===== src/hw/vdp_pkg.sv =====
`default_nettype none

package vdp_pkg;

    // Number of entries in the control register file
    localparam int NUM_REGS = 16;

    // I/O decode descriptor, the device answers when (addr & mask) == port
    typedef struct packed {
        logic       enable;
        logic [7:0] port;
        logic [7:0] mask;
    } io_device_t;

    // One CPU I/O cycle, req is high for a single clock
    typedef struct packed {
        logic       req;
        logic       wr;
        logic [7:0] addr;
        logic [7:0] wdata;
    } cpu_req_t;

    // Second control byte, bit 7 tells which of the two views applies
    typedef union packed {
        struct packed {
            logic       is_reg;
            logic [2:0] unused;
            logic [3:0] reg_num;
        } reg_view;
        struct packed {
            logic       is_reg;
            logic       write_mode;
            logic [5:0] addr_hi;
        } addr_view;
    } ctrl_word_u;

    // Strobed VRAM request from the command port to the VRAM port
    typedef struct packed {
        logic        wr_stb;
        logic        rd_stb;
        logic [16:0] addr;
        logic [7:0]  data;
    } vram_cmd_t;

    typedef struct packed {
        logic [7:0] r;
        logic [7:0] g;
        logic [7:0] b;
        logic       hs;
        logic       vs;
        logic       de;
        logic       hblank;
        logic       vblank;
        logic       ce_pix;
    } video_out_t;

    // External VRAM bus, two 64K banks share address and data
    typedef struct packed {
        logic [15:0] addr;
        logic [7:0]  data;
        logic        we_lo;
        logic        we_hi;
    } vram_bus_t;

    // Fixed 24-bit RGB palette, the usual power-on colours of the chip
    localparam logic [23:0] PALETTE [16] = '{
        24'h000000, 24'h000000, 24'h24DB24, 24'h6DFF6D,
        24'h2424FF, 24'h496DFF, 24'hB62424, 24'h49DBFF,
        24'hFF2424, 24'hFF6D6D, 24'hDBDB24, 24'hDBDB92,
        24'h249224, 24'hDB49B6, 24'hB6B6B6, 24'hFFFFFF
    };

endpackage

`default_nettype wire


===== src/hw/vdp_cmd_port.sv =====
`default_nettype none

module vdp_cmd_port (
    input  logic                cpu_bus,
    input  logic                arst_n,
    input  vdp_pkg::cpu_req_t   cpu,
    input  vdp_pkg::io_device_t io_device,
    input  logic [7:0]          rd_data,
    input  logic                rd_valid,
    input  logic [7:0]          status,
    output logic [7:0]          rdata,
    output logic                status_rd,
    output vdp_pkg::vram_cmd_t  vram_cmd,
    output logic [3:0]          backdrop,
    output logic                irq_en
);
    import vdp_pkg::*;

    logic        sel;
    logic        acc;
    logic        ctrl_wr;
    logic        data_wr;
    logic        data_rd;
    logic        second_q;
    logic [7:0]  latch_q;
    ctrl_word_u  ctrl_w;
    logic [16:0] ptr_q;
    logic [16:0] setup_ptr;
    logic [7:0]  rd_buf_q;
    logic [7:0]  regs [NUM_REGS];
    logic        wr_stb_q;
    logic        rd_stb_q;
    logic [16:0] cmd_addr_q;
    logic [7:0]  cmd_data_q;

    // Port match, the descriptor enable keeps a disabled device silent
    assign sel = io_device.enable && ((cpu.addr & io_device.mask) == io_device.port);
    assign acc = sel && cpu.req;

    // Address bit 0 picks the control port (1) or the data port (0)
    assign ctrl_wr   = acc &&  cpu.wr &&  cpu.addr[0];
    assign data_wr   = acc &&  cpu.wr && !cpu.addr[0];
    assign data_rd   = acc && !cpu.wr && !cpu.addr[0];
    assign status_rd = acc && !cpu.wr &&  cpu.addr[0];

    // Read data is valid in the req cycle, idle bus floats high
    assign rdata = (sel && !cpu.wr) ? (cpu.addr[0] ? status : rd_buf_q) : 8'hFF;

    // The second control byte is decoded through the union views
    assign ctrl_w = cpu.wdata;

    // Bits 16:14 of a new pointer come from register 14
    assign setup_ptr = {regs[14][2:0], ctrl_w.addr_view.addr_hi, latch_q};

    always_ff @(posedge cpu_bus or negedge arst_n) begin
        if (!arst_n) begin
            second_q <= 1'b0;
            ptr_q    <= '0;
            wr_stb_q <= 1'b0;
            rd_stb_q <= 1'b0;
            for (int i = 0; i < NUM_REGS; i++) begin
                regs[i] <= '0;
            end
        end else begin
            wr_stb_q <= 1'b0;
            rd_stb_q <= 1'b0;
            // Any data access or status read restarts the byte sequence
            if (status_rd || data_wr || data_rd) begin
                second_q <= 1'b0;
            end
            if (data_wr) begin
                wr_stb_q <= 1'b1;
                ptr_q    <= ptr_q + 17'd1;
            end
            // A data read returns the old buffer and fetches the next byte
            if (data_rd) begin
                rd_stb_q <= 1'b1;
                ptr_q    <= ptr_q + 17'd1;
            end
            if (ctrl_wr) begin
                if (!second_q) begin
                    second_q <= 1'b1;
                end else begin
                    second_q <= 1'b0;
                    if (ctrl_w.reg_view.is_reg) begin
                        regs[ctrl_w.reg_view.reg_num] <= latch_q;
                    end else if (!ctrl_w.addr_view.write_mode) begin
                        // Read setup prefetches the first byte right away
                        rd_stb_q <= 1'b1;
                        ptr_q    <= setup_ptr + 17'd1;
                    end else begin
                        ptr_q <= setup_ptr;
                    end
                end
            end
        end
    end

    // Latched first byte, request address and data, read-ahead buffer
    always_ff @(posedge cpu_bus) begin
        if (ctrl_wr && !second_q) begin
            latch_q <= cpu.wdata;
        end
        if (data_wr || data_rd) begin
            cmd_addr_q <= ptr_q;
        end else if (ctrl_wr && second_q) begin
            cmd_addr_q <= setup_ptr;
        end
        if (data_wr) begin
            cmd_data_q <= cpu.wdata;
        end
        if (rd_valid) begin
            rd_buf_q <= rd_data;
        end
    end

    assign vram_cmd.wr_stb = wr_stb_q;
    assign vram_cmd.rd_stb = rd_stb_q;
    assign vram_cmd.addr   = cmd_addr_q;
    assign vram_cmd.data   = cmd_data_q;

    // Register 7 low nibble is the backdrop, register 1 bit 5 the vblank IE
    assign backdrop = regs[7][3:0];
    assign irq_en   = regs[1][5];

    a_one_strobe: assert property (
        @(posedge cpu_bus) disable iff (!arst_n) !(wr_stb_q && rd_stb_q)
    );

endmodule

`default_nettype wire


===== src/hw/vdp_vram_port.sv =====
`default_nettype none

module vdp_vram_port (
    input  logic               cpu_bus,
    input  logic               arst_n,
    input  vdp_pkg::vram_cmd_t vram_cmd,
    input  logic [7:0]         q_lo,
    input  logic [7:0]         q_hi,
    output vdp_pkg::vram_bus_t vram,
    output logic [7:0]         rd_data,
    output logic               rd_valid
);

    logic rd_pend_q;
    logic rd_bank_q;

    // Address and data go straight out in the strobe cycle
    assign vram.addr = vram_cmd.addr[15:0];
    assign vram.data = vram_cmd.data;

    // Bit 16 of the pointer selects the bank that gets the write enable
    assign vram.we_lo = vram_cmd.wr_stb && !vram_cmd.addr[16];
    assign vram.we_hi = vram_cmd.wr_stb &&  vram_cmd.addr[16];

    always_ff @(posedge cpu_bus or negedge arst_n) begin
        if (!arst_n) begin
            rd_pend_q <= 1'b0;
            rd_valid  <= 1'b0;
        end else begin
            // The registered VRAM output is valid one clock after the strobe
            rd_pend_q <= vram_cmd.rd_stb;
            rd_valid  <= rd_pend_q;
        end
    end

    // Remember which lane the pending read belongs to and grab that byte
    always_ff @(posedge cpu_bus) begin
        if (vram_cmd.rd_stb) begin
            rd_bank_q <= vram_cmd.addr[16];
        end
        if (rd_pend_q) begin
            rd_data <= rd_bank_q ? q_hi : q_lo;
        end
    end

    a_one_bank: assert property (
        @(posedge cpu_bus) disable iff (!arst_n) !(vram.we_lo && vram.we_hi)
    );

endmodule

`default_nettype wire


===== src/hw/vdp_video_gen.sv =====
`default_nettype none

module vdp_video_gen #(
    parameter int H_ACTIVE = 256,
    parameter int H_TOTAL  = 342,
    parameter int V_ACTIVE = 192,
    parameter int V_TOTAL  = 262
) (
    input  logic                cpu_bus,
    input  logic                arst_n,
    input  logic [3:0]          backdrop,
    output vdp_pkg::video_out_t video,
    output logic                vblank_start
);
    import vdp_pkg::*;

    // One spare bit so that H_ACTIVE + 8 still fits the compare
    localparam int HW = $clog2(H_TOTAL) + 1;
    localparam int VW = $clog2(V_TOTAL) + 1;

    localparam logic [HW-1:0] H_ACT  = HW'(H_ACTIVE);
    localparam logic [HW-1:0] H_LAST = HW'(H_TOTAL - 1);
    localparam logic [HW-1:0] HS_END = HW'(H_ACTIVE + 8);
    localparam logic [VW-1:0] V_ACT  = VW'(V_ACTIVE);
    localparam logic [VW-1:0] V_PRE  = VW'(V_ACTIVE - 1);
    localparam logic [VW-1:0] V_LAST = VW'(V_TOTAL - 1);

    logic          ce_q;
    logic [HW-1:0] h_cnt;
    logic [VW-1:0] v_cnt;
    logic          hblank_raw;
    logic          hblank_q;
    logic          de;
    logic [23:0]   rgb;

    // Pixel clock enable on every second clock, counters move with it
    always_ff @(posedge cpu_bus or negedge arst_n) begin
        if (!arst_n) begin
            ce_q  <= 1'b0;
            h_cnt <= '0;
            v_cnt <= '0;
        end else begin
            ce_q <= !ce_q;
            if (ce_q) begin
                if (h_cnt == H_LAST) begin
                    h_cnt <= '0;
                    v_cnt <= (v_cnt == V_LAST) ? '0 : v_cnt + 1'b1;
                end else begin
                    h_cnt <= h_cnt + 1'b1;
                end
            end
        end
    end

    assign hblank_raw = (h_cnt >= H_ACT);
    assign de         = (h_cnt < H_ACT) && (v_cnt < V_ACT);

    always_ff @(posedge cpu_bus or negedge arst_n) begin
        if (!arst_n) begin
            hblank_q     <= 1'b0;
            vblank_start <= 1'b0;
        end else begin
            // Stretch hblank up to the next pixel enable after the line starts
            if (hblank_raw) begin
                hblank_q <= 1'b1;
            end else if (ce_q) begin
                hblank_q <= 1'b0;
            end
            // Pulse in the first clock of line V_ACTIVE
            vblank_start <= ce_q && (h_cnt == H_LAST) && (v_cnt == V_PRE);
        end
    end

    assign rgb = PALETTE[backdrop];

    // Only the backdrop is drawn, black outside the active window
    assign video.r      = de ? rgb[23:16] : 8'd0;
    assign video.g      = de ? rgb[15:8]  : 8'd0;
    assign video.b      = de ? rgb[7:0]   : 8'd0;
    assign video.hs     = (h_cnt >= H_ACT) && (h_cnt < HS_END);
    assign video.vs     = (v_cnt == V_ACT);
    assign video.de     = de;
    assign video.hblank = hblank_raw || hblank_q;
    assign video.vblank = (v_cnt >= V_ACT);
    assign video.ce_pix = ce_q;

    a_no_de_in_vblank: assert property (
        @(posedge cpu_bus) disable iff (!arst_n) !(video.de && video.vblank)
    );

endmodule

`default_nettype wire


===== src/hw/vdp_status_irq.sv =====
`default_nettype none

module vdp_status_irq (
    input  logic       cpu_bus,
    input  logic       arst_n,
    input  logic       vblank_start,
    input  logic       status_rd,
    input  logic       irq_en,
    output logic [7:0] status,
    output logic       interrupt
);

    logic flag_q;

    // A new frame wins over a status read in the same clock
    always_ff @(posedge cpu_bus or negedge arst_n) begin
        if (!arst_n) begin
            flag_q <= 1'b0;
        end else if (vblank_start) begin
            flag_q <= 1'b1;
        end else if (status_rd) begin
            flag_q <= 1'b0;
        end
    end

    // Only the frame flag is reported, sprite status is not modelled
    assign status = {flag_q, 7'd0};

    // Register 1 bit 5 masks the vblank interrupt
    assign interrupt = flag_q && irq_en;

    a_flag_after_vblank: assert property (
        @(posedge cpu_bus) disable iff (!arst_n) vblank_start |=> flag_q
    );

endmodule

`default_nettype wire


===== src/hw/v99_device.sv =====
`default_nettype none

module v99_device #(
    parameter int H_ACTIVE = 256,
    parameter int H_TOTAL  = 342,
    parameter int V_ACTIVE = 192,
    parameter int V_TOTAL  = 262
) (
    input  logic                cpu_bus,
    input  logic                arst_n,
    input  vdp_pkg::cpu_req_t   cpu,
    input  vdp_pkg::io_device_t io_device,
    input  logic [7:0]          q_lo,
    input  logic [7:0]          q_hi,
    output logic [7:0]          rdata,
    output vdp_pkg::video_out_t video,
    output vdp_pkg::vram_bus_t  vram,
    output logic                interrupt
);
    import vdp_pkg::*;

    // Idle VRAM bus while the device is switched off
    localparam vram_bus_t VRAM_IDLE = '{addr: '1, data: '1, we_lo: 1'b0, we_hi: 1'b0};

    vram_cmd_t  vram_cmd;
    vram_bus_t  vram_int;
    video_out_t video_int;
    logic [7:0] rd_data;
    logic       rd_valid;
    logic [7:0] status;
    logic       status_rd;
    logic [3:0] backdrop;
    logic       irq_en;
    logic       vblank_start;
    logic       irq_int;

    vdp_cmd_port u_cmd_port (
        .cpu_bus   (cpu_bus),
        .arst_n    (arst_n),
        .cpu       (cpu),
        .io_device (io_device),
        .rd_data   (rd_data),
        .rd_valid  (rd_valid),
        .status    (status),
        .rdata     (rdata),
        .status_rd (status_rd),
        .vram_cmd  (vram_cmd),
        .backdrop  (backdrop),
        .irq_en    (irq_en)
    );

    vdp_vram_port u_vram_port (
        .cpu_bus  (cpu_bus),
        .arst_n   (arst_n),
        .vram_cmd (vram_cmd),
        .q_lo     (q_lo),
        .q_hi     (q_hi),
        .vram     (vram_int),
        .rd_data  (rd_data),
        .rd_valid (rd_valid)
    );

    vdp_video_gen #(
        .H_ACTIVE (H_ACTIVE),
        .H_TOTAL  (H_TOTAL),
        .V_ACTIVE (V_ACTIVE),
        .V_TOTAL  (V_TOTAL)
    ) u_video_gen (
        .cpu_bus      (cpu_bus),
        .arst_n       (arst_n),
        .backdrop     (backdrop),
        .video        (video_int),
        .vblank_start (vblank_start)
    );

    vdp_status_irq u_status_irq (
        .cpu_bus      (cpu_bus),
        .arst_n       (arst_n),
        .vblank_start (vblank_start),
        .status_rd    (status_rd),
        .irq_en       (irq_en),
        .status       (status),
        .interrupt    (irq_int)
    );

    // With the enable bit low the device looks absent on every bus
    assign video     = io_device.enable ? video_int : '0;
    assign vram      = io_device.enable ? vram_int : VRAM_IDLE;
    assign interrupt = io_device.enable && irq_int;

endmodule

`default_nettype wire


===== config.mk =====
export PLATFORM = sky130hd
export DESIGN_NAME = v99_device
export DESIGN_NICKNAME = d
export VERILOG_FILES = /design/src/hw/vdp_pkg.sv /design/src/hw/vdp_cmd_port.sv /design/src/hw/vdp_vram_port.sv /design/src/hw/vdp_video_gen.sv /design/src/hw/vdp_status_irq.sv /design/src/hw/v99_device.sv
export SDC_FILE = /design/constraint.sdc
export NUM_CORES = 1
export LEC_CHECK = 0
export BUFFER_PORTS_ARGS = -buffer_cell sky130_fd_sc_hd__buf_2
export CAP_MARGIN = 20
export CELL_PAD_IN_SITES_DETAIL_PLACEMENT = 1
export CELL_PAD_IN_SITES_GLOBAL_PLACEMENT = 1
export CORE_MARGIN = 3
export CORE_UTILIZATION = 23
export CTS_CLUSTER_DIAMETER = 50
export DETAILED_ROUTE_END_ITERATION = 12
export PLACE_DENSITY_LB_ADDON = 0.12
export SKIP_LAST_GASP = 1
export SLEW_MARGIN = 10
export SYNTH_ARGS = -nofsm -noshare
export SYNTH_HDL_FRONTEND = slang
export SYNTH_SLANG_ARGS = --single-unit

===== constraint.sdc =====
create_clock -name cpu_bus -period 2.1 [get_ports cpu_bus]
set_input_delay 0.21 -clock cpu_bus [delete_from_list [all_inputs] [get_ports cpu_bus]]
set_output_delay 0.21 -clock cpu_bus [all_outputs]
set_load 0.1 [all_outputs]

==> results.txt, run 1 <==
The synthesized design contains 104 register bits. The multi-input combinational cells in the finished layout cover a total of 2680 um2. The arrival time of data at the critical path endpoint is 2.31 ns. Setup repair after global routing could not meet its margin everywhere.

The worst slack on hold paths came out at 0.157 ns. The cell sitting at the root of the clock tree is a sky130_fd_sc_hd__clkbuf_16. In this run, the clock network consumes 41.1% of the power. The worst min-delay path category is in -> reg.

For this run, design rule violations remaining after detail routing come to 0. The smallest clock period supported by the final layout is computed as 2.07 ns. For this design, the sink count on the clock tree is 104. Yosys mapped a number of flops with a built-in enable equal to 50. The routed layout has 4631 vias. Counting every instance in the synthesized netlist gives 526. The worst-case IR drop observed on VDD is 352 uV.

Global routing used 13.2% of the available tracks across all layers. For the pin with the worst max-slew slack, the measured transition is 0.546 ns. The tools report the final standard cell count with taps included and fillers excluded as 1010.

The Yosys step of the flow raised 0 warnings. The internal power was 3.18 mW. Final-report max-slew violation count: 0. The mapped netlist covers 5680 um2.

After synthesis, the netlist uses 58 different library cells. Kind of capture point of the worst setup path: a flip-flop. The wire length of the first global-routing pass was 27400 um.

Buffers inserted during clock tree synthesis total 9. In this run the static leakage power is 3.22 nW. For the final setup slack of the worst path, the log shows 0.0284 ns. For the worst setup path, the data required time is 2.33 ns.

The run gives 2860 um2 as the area of all sequential standard cells. In this run, flip-flops and latches consume 50.1% of the power. The share of cells above drive strength 1 works out to 39.1%. Timing analysis after detailed placement gives a worst setup slack of -0.156 ns.

For this design the total switching power over the nets is 1.07 mW. For this run, the slowest stage of the critical path takes 0.57 ns. For the placer's final routability congestion estimate, the log shows 0.792. The detailed-route wire length per cell is 17.2 um. After clock tree synthesis, the clock-pin slew on the worst setup and hold paths is 0.08 ns. The run gives 63.6% as the worst slew slack as a fraction of its limit. Nature of the critical path startpoint: an input pin. In this run the worst path has a maximum fanout of 4.

The tools report the DRC marker count from the first detailed-route iteration as 199. The most used flip-flop cell after synthesis is sky130_fd_sc_hd__dfrtp_1. Startpoint of the worst setup timing path: cpu[8]. Counting every net in the synthesized netlist gives 587. Final-report hold violation count: 0. Net switching is 25.2% of the power. The die span in y was 163 um; the placeable core area was 23900 um2.

For this run, the detailed router's first-pass iteration total came to 4. The run gives 0 as the reported max-cap violation count. The total power divided by cell area was 536 nW/um2; the maximum number of pins on one net before global-route repair was 25. A synthesized cell averages 10.8 um2.

Pin placement for this block handled 118 I/O pins. The share of total power dissipated in combinational logic is 8.8%. The tools report the start point of the worst min-delay path as q_hi[4]. The tools report the number of inserted diodes as 0.

The design draws 4.26 mW. The clock passes through at most 2 buffers. The critical path is of the in -> reg type. The die covers 26600 um2. In this run the tool buffered the top-level ports with 117 buffer cells.

The clock arrives with 0.00913 ns of skew. The tools report the post-placement cell count as 985. Compared with the post-synthesis result, the final layout area differs by 39.8%. After the last flow step, the layout net total stands at 747. The count of nets left with antenna violations after detail routing is 0. Reg-to-reg startpoint: u_video_gen.h_cnt[9].

The tools report the standard-cell row count as 56. TritonCTS built the clock tree. The slowest cell on the critical path was sky130_fd_sc_hd__or4_4.

The logs give 0 for the number of antenna violations at the first check in global routing and 0 ns for the total negative slack for setup checks. The fmax is 483 MHz, and the part of the Yosys area used for sequential elements is 50.2%. For the number of setup violations in the final report, the log shows 0.

The CTS H-tree depth is 3, and the initial core utilization is 23.8%. The detailed placement HPWL was 13300 um; the proportion of register bits with asynchronous set or reset after synthesis was 51.9%. The tools report the clock insertion delay at the later pin of the skew report as 0.36 ns.

The via density per instance was 4.59; the count of filler cells inserted in the layout was 2657. The flow ran to the end, and the final reports show no timing, DRC or antenna violations. The number of global-route vias before repair came out at 4890. Traced cell by cell, the critical path runs through buf_8, and3b_1, a211oi_2, nand4_1, buf_4, or4_4, nor2_4, mux2_4. The total overflow left after global routing is 0. The routed wire length was 17300 um; the horizontal die dimension was 163 um.

The post-route clock period utilization is 98.6%.
## timing repair
item,in CTS,in global routing
setup buffers,3,5
endpoints found under the setup margin,14,30
gates cloned,0,1
resized for setup,12,28
hold endpoints to repair,19,0
pin swaps,3,9
hold buffers,1,0
## critical path: cells and delay by family
| family | cells | cell delay, ns |
|---|---|---|
| mux | 1 | 0.32 |
| simple gates | 4 | 1.20 |
| compound gates | 1 | 0.27 |
| buf+inv | 2 | 0.30 |
## through the flow
| stage | cell area (um2) | utilization [%] |
|---|---|---|
| after floorplan | 5760 | - |
| after global placement | 7450 | 31.2 |
| after detailed placement | 7450 | 31.2 |
| after CTS | 7810 | 32.7 |
| after global routing | 7940 | 33.2 |
| final | 7940 | 33.2 |
## synth_stat cells, types with 16 or more instances
master / number / area share [%]
sky130_fd_sc_hd__nor2_1: 25 / 1.7
sky130_fd_sc_hd__edfxtp_1: 50 / 26
sky130_fd_sc_hd__dfrtp_1: 54 / 24
sky130_fd_sc_hd__mux2_2: 26 / 5.2
sky130_fd_sc_hd__nand2b_1: 31 / 3.4
sky130_fd_sc_hd__nand3_1: 29 / 2.6
sky130_fd_sc_hd__nand2_1: 30 / 2.0
sky130_fd_sc_hd__inv_1: 24 / 1.6
sky130_fd_sc_hd__xnor2_1: 29 / 4.5
sky130_fd_sc_hd__o21ai_0: 33 / 2.9
sky130_fd_sc_hd__buf_4: 16 / 2.1
## power groups by stage
stage          Sequential, mW  Clock, mW  Combinational, mW
3_5_place_dp             2.17          0              0.370
2_1_floorplan            2.17          0              0.195
3_3_place_gp             2.17          0              0.366
6_report                 2.13       1.75              0.376
4_1_cts                  2.13       1.80              0.374
5_1_grt                  2.13       1.89              0.406
## layer usage
layer  up-vias  part of all wire, %  track usage (%)
li1       2207                    -                -
met1      2307                   48             18.3
met2       103                   46             21.2
met3        14                  4.4             2.74
met4         0                  1.1             3.00
met5         -                    0                0
## kinds of logic (layout without fill, tap and decap cells)
| kind of cell | after synthesis | count (layout) | synth area share [%] |
|---|---|---|---|
| mux | 45 | 45 | 8.62 |
| xor+xnor | 37 | 37 | 5.71 |
| simple gates | 195 | 195 | 19.8 |
| flops | 104 | 104 | 50.2 |
| buf+inv | 58 | 223 | 4.98 |
| compound gates | 79 | 79 | 8.88 |
| fa+ha+maj | 8 | 8 | 1.76 |
## flip-flops by register name, indices dropped and copies added, names as in the netlist
signal and cells:
u_cmd_port.backdrop 4, u_cmd_port.cmd_addr_q 17, u_cmd_port.cmd_data_q 8, u_cmd_port.irq_en 1
u_cmd_port.latch_q 8, u_cmd_port.ptr_q 17, u_cmd_port.rd_buf_q 8, u_cmd_port.rd_stb_q 1
u_cmd_port.regs 3, u_cmd_port.second_q 1, u_cmd_port.wr_stb_q 1, u_status_irq.flag_q 1
u_video_gen.ce_q 1, u_video_gen.h_cnt 10, u_video_gen.hblank_q 1, u_video_gen.v_cnt 10
u_video_gen.vblank_start 1, u_vram_port.rd_bank_q 1, u_vram_port.rd_data 8, u_vram_port.rd_pend_q 1
u_vram_port.rd_valid 1
## cell type report
class                   count  share of cell area [%]
clock inverters             7                   0.977
clock buffers               9                    2.84
inverters                  24                    1.13
multi-input cells         364                    33.8
flip-flops and latches    104                    36.0
well taps                 319                    5.03
repair buffers            183                    20.3
## cells in the final DEF (no fill, tap or decap), types with 14 or more instances in the layout
cell and instances:
sky130_fd_sc_hd__nor2_1 17, sky130_fd_sc_hd__nand2b_1 31, sky130_fd_sc_hd__nand2_1 29, sky130_fd_sc_hd__nand3_1 29, sky130_fd_sc_hd__edfxtp_1 50, sky130_fd_sc_hd__xnor2_1 29
sky130_fd_sc_hd__buf_4 62, sky130_fd_sc_hd__dfrtp_1 49, sky130_fd_sc_hd__mux2_2 26, sky130_fd_sc_hd__buf_12 32, sky130_fd_sc_hd__mux2i_1 14, sky130_fd_sc_hd__buf_2 81
sky130_fd_sc_hd__o21ai_0 33, sky130_fd_sc_hd__and3_1 14, sky130_fd_sc_hd__inv_1 24
## worst paths after layout
path / endpoint / slack [ns] / cells past startpoint
max: u_cmd_port.backdrop[3] / 0.03 / 8
min: u_vram_port.rd_data[4] / 0.16 / 2
max reg2reg: u_video_gen.h_cnt[3] / 0.16 / 7
min reg2reg: u_vram_port.rd_pend_q / 0.42 / 0
max in group asynchronous: u_video_gen.v_cnt[8] / 1.00 / 3
min in group asynchronous: u_vram_port.rd_valid / 0.37 / 2
Note: power is estimated with default switching activity, not from simulation.
==> run 2, diff against run 1 <==
Settings changed: CORE_ASPECT_RATIO set to 0.6.
==> results.txt, run 2 (same netlist as run 1, synthesis figures left out) <==
Summed over all nets, the switching power comes to 1.04 mW. For the worst setup path, the data required time is 1.89 ns. The tools report the library cell used as clock root buffer as sky130_fd_sc_hd__clkbuf_16. After detailed placement, the total cell area comes to 7320 um2. Along the worst path, the maximum fanout reaches 5. The sequential fraction of design power was 49.6%.

The number of buffers created by CTS is 9. The minimum clock period was 2.07 ns. The pre-antenna-repair detailed-routing pass consisted of 5 iterations. For this block, the via count after detailed routing is 4592.

The post-route clock period utilization was 98.7%; the area enclosed by the die boundary was 26700 um2. Across all register-to-register paths, the minimum setup slack is 0.08 ns. The horizontal die dimension was 209 um; the post-route standard cell area excluding fillers was 7870 um2. The tools report the routed wire length as 18000 um.

The final-report hold violation count was 0. The largest registers in the layout are u_cmd_port.cmd_addr_q: 17 flops, u_cmd_port.ptr_q: 17 flops. The number of global-route vias before repair was 4801. The clock insertion delay at the later pin of the skew report is 0.36 ns. The initial utilization of the core area, before any placement, comes to 24.0%.

For the number of antenna violations at the first check in global routing, the log shows 0. Maximum clock skew at final layout: 0.0152 ns. Counting stages on the worst path, the most repeated cell is sky130_fd_sc_hd__buf_12.

The tools report the number of setup violations in the final report as 0. The count of nets left with antenna violations after detail routing was 0. The run gives 118 as the number of top-level design ports.

The tools report the wire length of the first global-routing pass as 28700 um. The logs give 3 for the CTS H-tree depth and 55 for the maximum number of pins on one net before global-route repair. Of the cells placed in the final design, the portion with a size suffix greater than 1 is 37.4%. The worst register-to-register path has a depth of 6. Detailed-route wire length per cell: 18.0 um. The start point of the worst min-delay path is q_hi[7]. Leaving out fill and tap cells, the most frequent cell in the layout is sky130_fd_sc_hd__buf_2. The clock network burns 41.7% of the power. Dividing total power by cell area gives a power density of 546 nW/um2. The area growth from synthesis to layout is 38.6%.

Net switching is 24.3% of the power. The final-report max-slew violation count is 0, and the number of inserted diodes is 0. For this design the static power due to leakage is 3.17 nW. Along the worst hold path, the cell count comes to 2. The worst-case clock buffer depth is 2.

End point of the most critical hold path: u_vram_port.rd_data[7]. The slowest cell on the critical path was sky130_fd_sc_hd__dfrtp_1. Of the total power, combinational logic draws 8.7%. The tools report the number of remaining DRC errors as 0. The worst slew slack as a fraction of its limit is 66.5%, and the number of clock sinks is 104.

The tools report the arrival time of data at the critical path endpoint as 1.86 ns. At the pin with the least slew margin, the transition time is 0.505 ns. In this run the tool buffered the top-level ports with 117 buffer cells.

The worst setup path is of the reg -> out kind. Derived from the worst setup path, the maximum achievable clock frequency is 482 MHz. For this run, the post-layout net count is 738. The final standard cell count with taps included and fillers excluded is 997.

The final setup slack of the worst path was 0.0273 ns. The signal on the critical path passes through nor2_4, nand4_1, buf_6, buf_12, a211oi_4, buf_12. Nature of the critical path startpoint: a flip-flop. Before CTS, the worst setup slack after placement is -0.226 ns.

The total area inside the core boundary comes to 23700 um2. The DRC marker count from the first detailed-route iteration was 204. The reg-to-reg endpoint was u_video_gen.v_cnt[9]. Reg-to-reg startpoint: u_video_gen.h_cnt[8]. STA classifies the critical path endpoint as a primary output. Once placement completed, the tool counted placed cells totaling 966. For the final standard cell utilization of the core, the log shows 33.2%. The tightest min-delay check is of the in -> reg type.

The internal portion of the total power is 3.25 mW. In the layout the commonest cells are sky130_fd_sc_hd__buf_2, sky130_fd_sc_hd__buf_4, sky130_fd_sc_hd__dfrtp_1, sky130_fd_sc_hd__edfxtp_1, sky130_fd_sc_hd__o21ai_0. The flow ran to the end, and the final reports show no timing, DRC or antenna violations. For this run, the slowest stage of the critical path takes 0.43 ns. TritonCTS built the clock tree.

The tool flagged a number of max-cap violations equal to 0. IR analysis of the VDD net gives a maximum drop of 369 uV. The via density per instance was 4.61; the worst slack on hold paths was 0.163 ns. Setup repair after global routing could not meet its margin everywhere. The logs give 0.800 for the placer's final routability congestion estimate and 43 for the standard-cell row count. After clock tree synthesis, the clock-pin slew on the worst setup and hold paths is 0.08 ns. The total congestion overflow was 0; the detailed placement HPWL was 13700 um. Combined global-route utilization of all metal layers: 13.9%. In this run the vertical extent of the chip is 128 um.
run 2: how the worst max path moves through the flow:
| stage | to | start | depth (start not counted) | slack [ns] |
|---|---|---|---|---|
| global route | u_cmd_port.backdrop[0] | io_device[5] | 8 | -0.11 |
| detailed placement | u_cmd_port.backdrop[3] | io_device[5] | 7 | -0.23 |
| CTS | u_video_gen.v_cnt[9] | u_video_gen.h_cnt[8] | 6 | -0.04 |
| floorplan | rdata[0] | cpu[8] | 2 | -0.63 |
| global placement | u_cmd_port.backdrop[3] | io_device[5] | 7 | -0.18 |
| finish | video[19] | u_video_gen.h_cnt[9] | 6 | 0.03 |
run 2: final cells by class:
cell class	instances	area, um2
clock buffer	11	254
clock inverter	5	61.3
fill	2675	15800
inverter	24	90.1
multi-input combinational	364	2700
sequential	104	2860
tap	315	394
timing repair buffer	174	1520
run 2: worst max-delay path, delay by kind of cell (launching register included):
family / cells / cell delay, ns
buffers and inverters: 3 / 0.54
and+or+nand+nor: 2 / 0.24
AOI/OAI and AO/OA: 1 / 0.28
DFF: 1 / 0.43
run 2: repair_timing:
item | 4_1_cts | 5_1_grt
setup buffers | 9 | 4
setup endpoints to repair | 24 | 31
pin swaps | 4 | 6
gates resized for setup | 17 | 23
endpoints found under the hold margin | 54 | 0
hold buffers | 1 | 0
gates cloned | 1 | 0
run 2: routing by layer:
metal	share of wire [%]	vias up	GRT usage (%)
met1	52	2278	20.9
met3	4.7	11	3.23
li1	-	2197	-
met5	0	-	0
met4	0.88	0	2.83
met2	43	106	20.4
run 2: per-stage QoR:
stage,setup TNS [ns],power (mW)
floorplan,-15.44,2.37
global placement,-1.82,2.53
detailed placement,-2.69,2.54
CTS,-0.0446,4.37
global route,-1.15,4.47
finish,0,4.29
run 2: power groups by stage:
stage / clock [mW] / combinational, mW / sequential (mW)
after floorplan: 0 / 0.195 / 2.17
after global placement: 0 / 0.360 / 2.17
after detailed placement: 0 / 0.365 / 2.17
after CTS: 1.86 / 0.375 / 2.13
after global routing: 1.94 / 0.403 / 2.13
final: 1.79 / 0.372 / 2.13
==> run 3, diff against run 2 <==
--- a/config.mk
+++ b/config.mk
@@ -15,5 +15,5 @@
 export CTS_CLUSTER_DIAMETER = 50
 export DETAILED_ROUTE_END_ITERATION = 12
-export PLACE_DENSITY_LB_ADDON = 0.12
+export PLACE_DENSITY = 0.55
 export SKIP_LAST_GASP = 1
 export SLEW_MARGIN = 10
==> constraint.sdc (replaced) <==
create_clock -name cpu_bus -period 2.35 [get_ports cpu_bus]
set_input_delay 0.5875 -clock cpu_bus [delete_from_list [all_inputs] [get_ports cpu_bus]]
set_output_delay 0.5875 -clock cpu_bus [all_outputs]
set_load 0.1 [all_outputs]
==> results.txt, run 3 (same netlist as run 1, synthesis figures left out) <==
The run finished, with violations left. The checks that failed: negative setup slack. The maximum clock skew at final layout came out at 0.00841 ns. Internal reg-to-reg setup slack: 0.06 ns. IR analysis of the VDD net gives a maximum drop of 318 uV. Entering global routing, the biggest net connects 55 pins. The number of remaining DRC errors was 0; the standard-cell row count was 43. The wire-length estimate of the detail-placed layout is 14200 um.

The number of global-route vias before repair is 5039. For this block, the routed nets add up to 18700 um of wire. The reported max-cap violation count is 0, and the critical path required time is 1.76 ns. For this run, the slowest stage of the critical path takes 0.28 ns. The combinational fraction of design power was 11.0%. The horizontal die dimension is 209 um.

Counting I/O delays and the setup requirement, the final critical path takes 2.68 ns. Across every metal layer, demand over resource in global routing totals 14.0%. Final-report max-slew violation count: 0. The post-route standard cell area excluding fillers is 8850 um2.

Setup repair after global routing could not meet its margin everywhere. The path class of the tightest hold or removal check is in -> async. After detailed placement, the total cell area comes to 8100 um2. The number of antenna diodes in the final layout is 0. The final-report hold violation count came out at 0. In this run the power density over the cells is 423 nW/um2. The CTS H-tree depth is 3, and the number of top-level design ports is 118.

Before antenna repair, the detailed router went through 4 iterations. In this run the clock root is driven by a sky130_fd_sc_hd__clkbuf_16. After layout, the design draws a total of 3.74 mW. The detailed-route wire length per cell is 18.3 um, and the initial core utilization is 24.0%.

The area growth from synthesis to layout is 55.8%. The share of cells above drive strength 1 came out at 44.1%. Routability-driven placement finished with a final weighted congestion of 0.849. Category of the critical setup timing path: in -> out. Buffers placed on the I/O ports in this run total 117. The final setup slack of the worst path was -0.331 ns. Wire length of the first global-routing pass: 29300 um.

The run gives 0 as the total congestion overflow. The top cell types in the final layout, fill and taps aside, are sky130_fd_sc_hd__buf_12, sky130_fd_sc_hd__buf_4, sky130_fd_sc_hd__dfrtp_1. For this design the static power due to leakage is 3.57 nW. For this design the total switching power over the nets is 0.930 mW.

The die covers 26700 um2. The number of nets in the finished design was 768. Setup violations remaining at the end of the flow were counted as 27. The critical path goes through buf_6, and3b_1, nor4_1, nand4_1, buf_6, nor2_4, buf_12, o21ai_4, buf_12.

For the internal power, the log shows 2.81 mW. The fmax came out at 373 MHz. For the pin with the worst max-slew slack, the measured transition is 0.522 ns.

The number of placed instances, taps included, is 989. In the routed layout, each cell is associated on average with a via count of 4.64. Clock tree synthesis found a total of 104 sinks. The share of total power dissipated in sequential elements is 50.9%. Leaving out filler cells and counting taps, the final layout contains 1027. The die is 128 um tall. The tools report the arrival time of data at the critical path endpoint as 2.09 ns. Setup total negative slack on the finished layout was measured at -3.91 ns. The first routing iteration left 319 violations. The worst setup path is captured at a primary output.

Placeable core area: 23700 um2. The tightest hold path in the finished design has a slack of 0.227 ns. The run gives 0.35 ns as the clock insertion delay at the later pin of the skew report. The clock passes through at most 2 buffers.

TritonCTS built the clock tree. Counting cells, the worst reg-to-reg path comes to 6. The count of nets left with antenna violations after detail routing came out at 0.

The reg-to-reg startpoint is u_video_gen.h_cnt[8]. The tools report the number of buffers created by CTS as 9. The largest registers in the layout are u_cmd_port.cmd_addr_q: 17 flops, u_cmd_port.ptr_q: 17 flops. In this run the critical register-to-register path is captured at u_video_gen.v_cnt[9].

The worst setup path is launched from an input pin. The number of antenna violations at the first check in global routing was 0; the net switching share of the total power was 24.9%. In this run the worst path has a maximum fanout of 8.

The post-route clock period utilization works out to 114%. The worst slew slack as a fraction of its limit is 64.2%, and the routed via count is 4768. The proportion of power drawn by the clock network came out at 38.1%.

The slowest stage of the critical path belongs to the cell sky130_fd_sc_hd__nor4_1. Clock-pin slew of the registers on the worst-case setup and hold paths: 0.07 ns.
[run 3: changes by cell type in the layout (fill, tap and decap cells not counted), moves of 4 or more]
cell / delta
sky130_fd_sc_hd__buf_12: +40
sky130_fd_sc_hd__buf_2: -33
sky130_fd_sc_hd__buf_4: +19
sky130_fd_sc_hd__buf_6: +5
sky130_fd_sc_hd__mux2_1: -5
sky130_fd_sc_hd__mux2_4: +5
sky130_fd_sc_hd__nor2_1: -4
sky130_fd_sc_hd__nor2_2: +8
sky130_fd_sc_hd__nor2_4: -4
sky130_fd_sc_hd__o21ai_0: -10
sky130_fd_sc_hd__o21ai_4: +7
[run 3: how the worst max path moves through the flow]
stage,startpoint,end,slack (ns),cells after the start
detailed placement,io_device[5],rdata[0],-0.51,9
global placement,io_device[5],rdata[2],-0.47,9
global route,io_device[3],rdata[0],-0.41,9
floorplan,io_device[16],video[10],-0.89,4
CTS,cpu[11],rdata[0],-0.36,9
finish,io_device[3],rdata[0],-0.33,9
[run 3: power by group through the flow]
stage	Sequential (mW)	Combinational, mW	Clock (mW)
after global routing	1.90	0.441	1.57
after global placement	1.94	0.393	0
final	1.90	0.413	1.42
after CTS	1.90	0.410	1.47
after detailed placement	1.94	0.403	0
after floorplan	1.94	0.184	0
[run 3: layer usage]
layer	GRT usage [%]	share of wire, %	vias to the layer above	wire (um)
met5	0	0	-	0
met2	21.3	43	111	8050
met1	20.6	51	2392	9510
li1	-	-	2254	-
met3	2.86	5.5	11	1020
met4	3.19	0.86	0	161
[run 3: through the flow]
stage                     util [%]  setup slack (ns)
after floorplan                  -            -0.892
after global placement        34.2            -0.467
after detailed placement      34.2            -0.510
after CTS                     36.5            -0.357
after global routing          37.4            -0.410
final                         37.4            -0.331
[run 3: worst max-delay path: cells and delay by family]
kind                   cells  cell delay [ns]
AO/OA/AOI/OAI              1             0.08
buffers and inverters      4             0.64
AND/OR/NAND/NOR            4             0.78
[run 3: cell type report]
type / instances / area, um2
fill: 2580 / 14800
multi-input combinational: 364 / 2870
sequential: 104 / 2860
timing repair buffer: 204 / 2360
tap: 315 / 394
clock buffer: 12 / 246
inverter: 24 / 90.1
clock inverter: 4 / 30.0
[run 3: repair_timing]
item                                    in CTS  in global routing
setup buffers                               10                 11
pin swaps                                   12                  9
hold buffers                                 0                  0
gates cloned                                 0                  1
resized for setup                           51                 25
endpoints found under the setup margin      38                 58
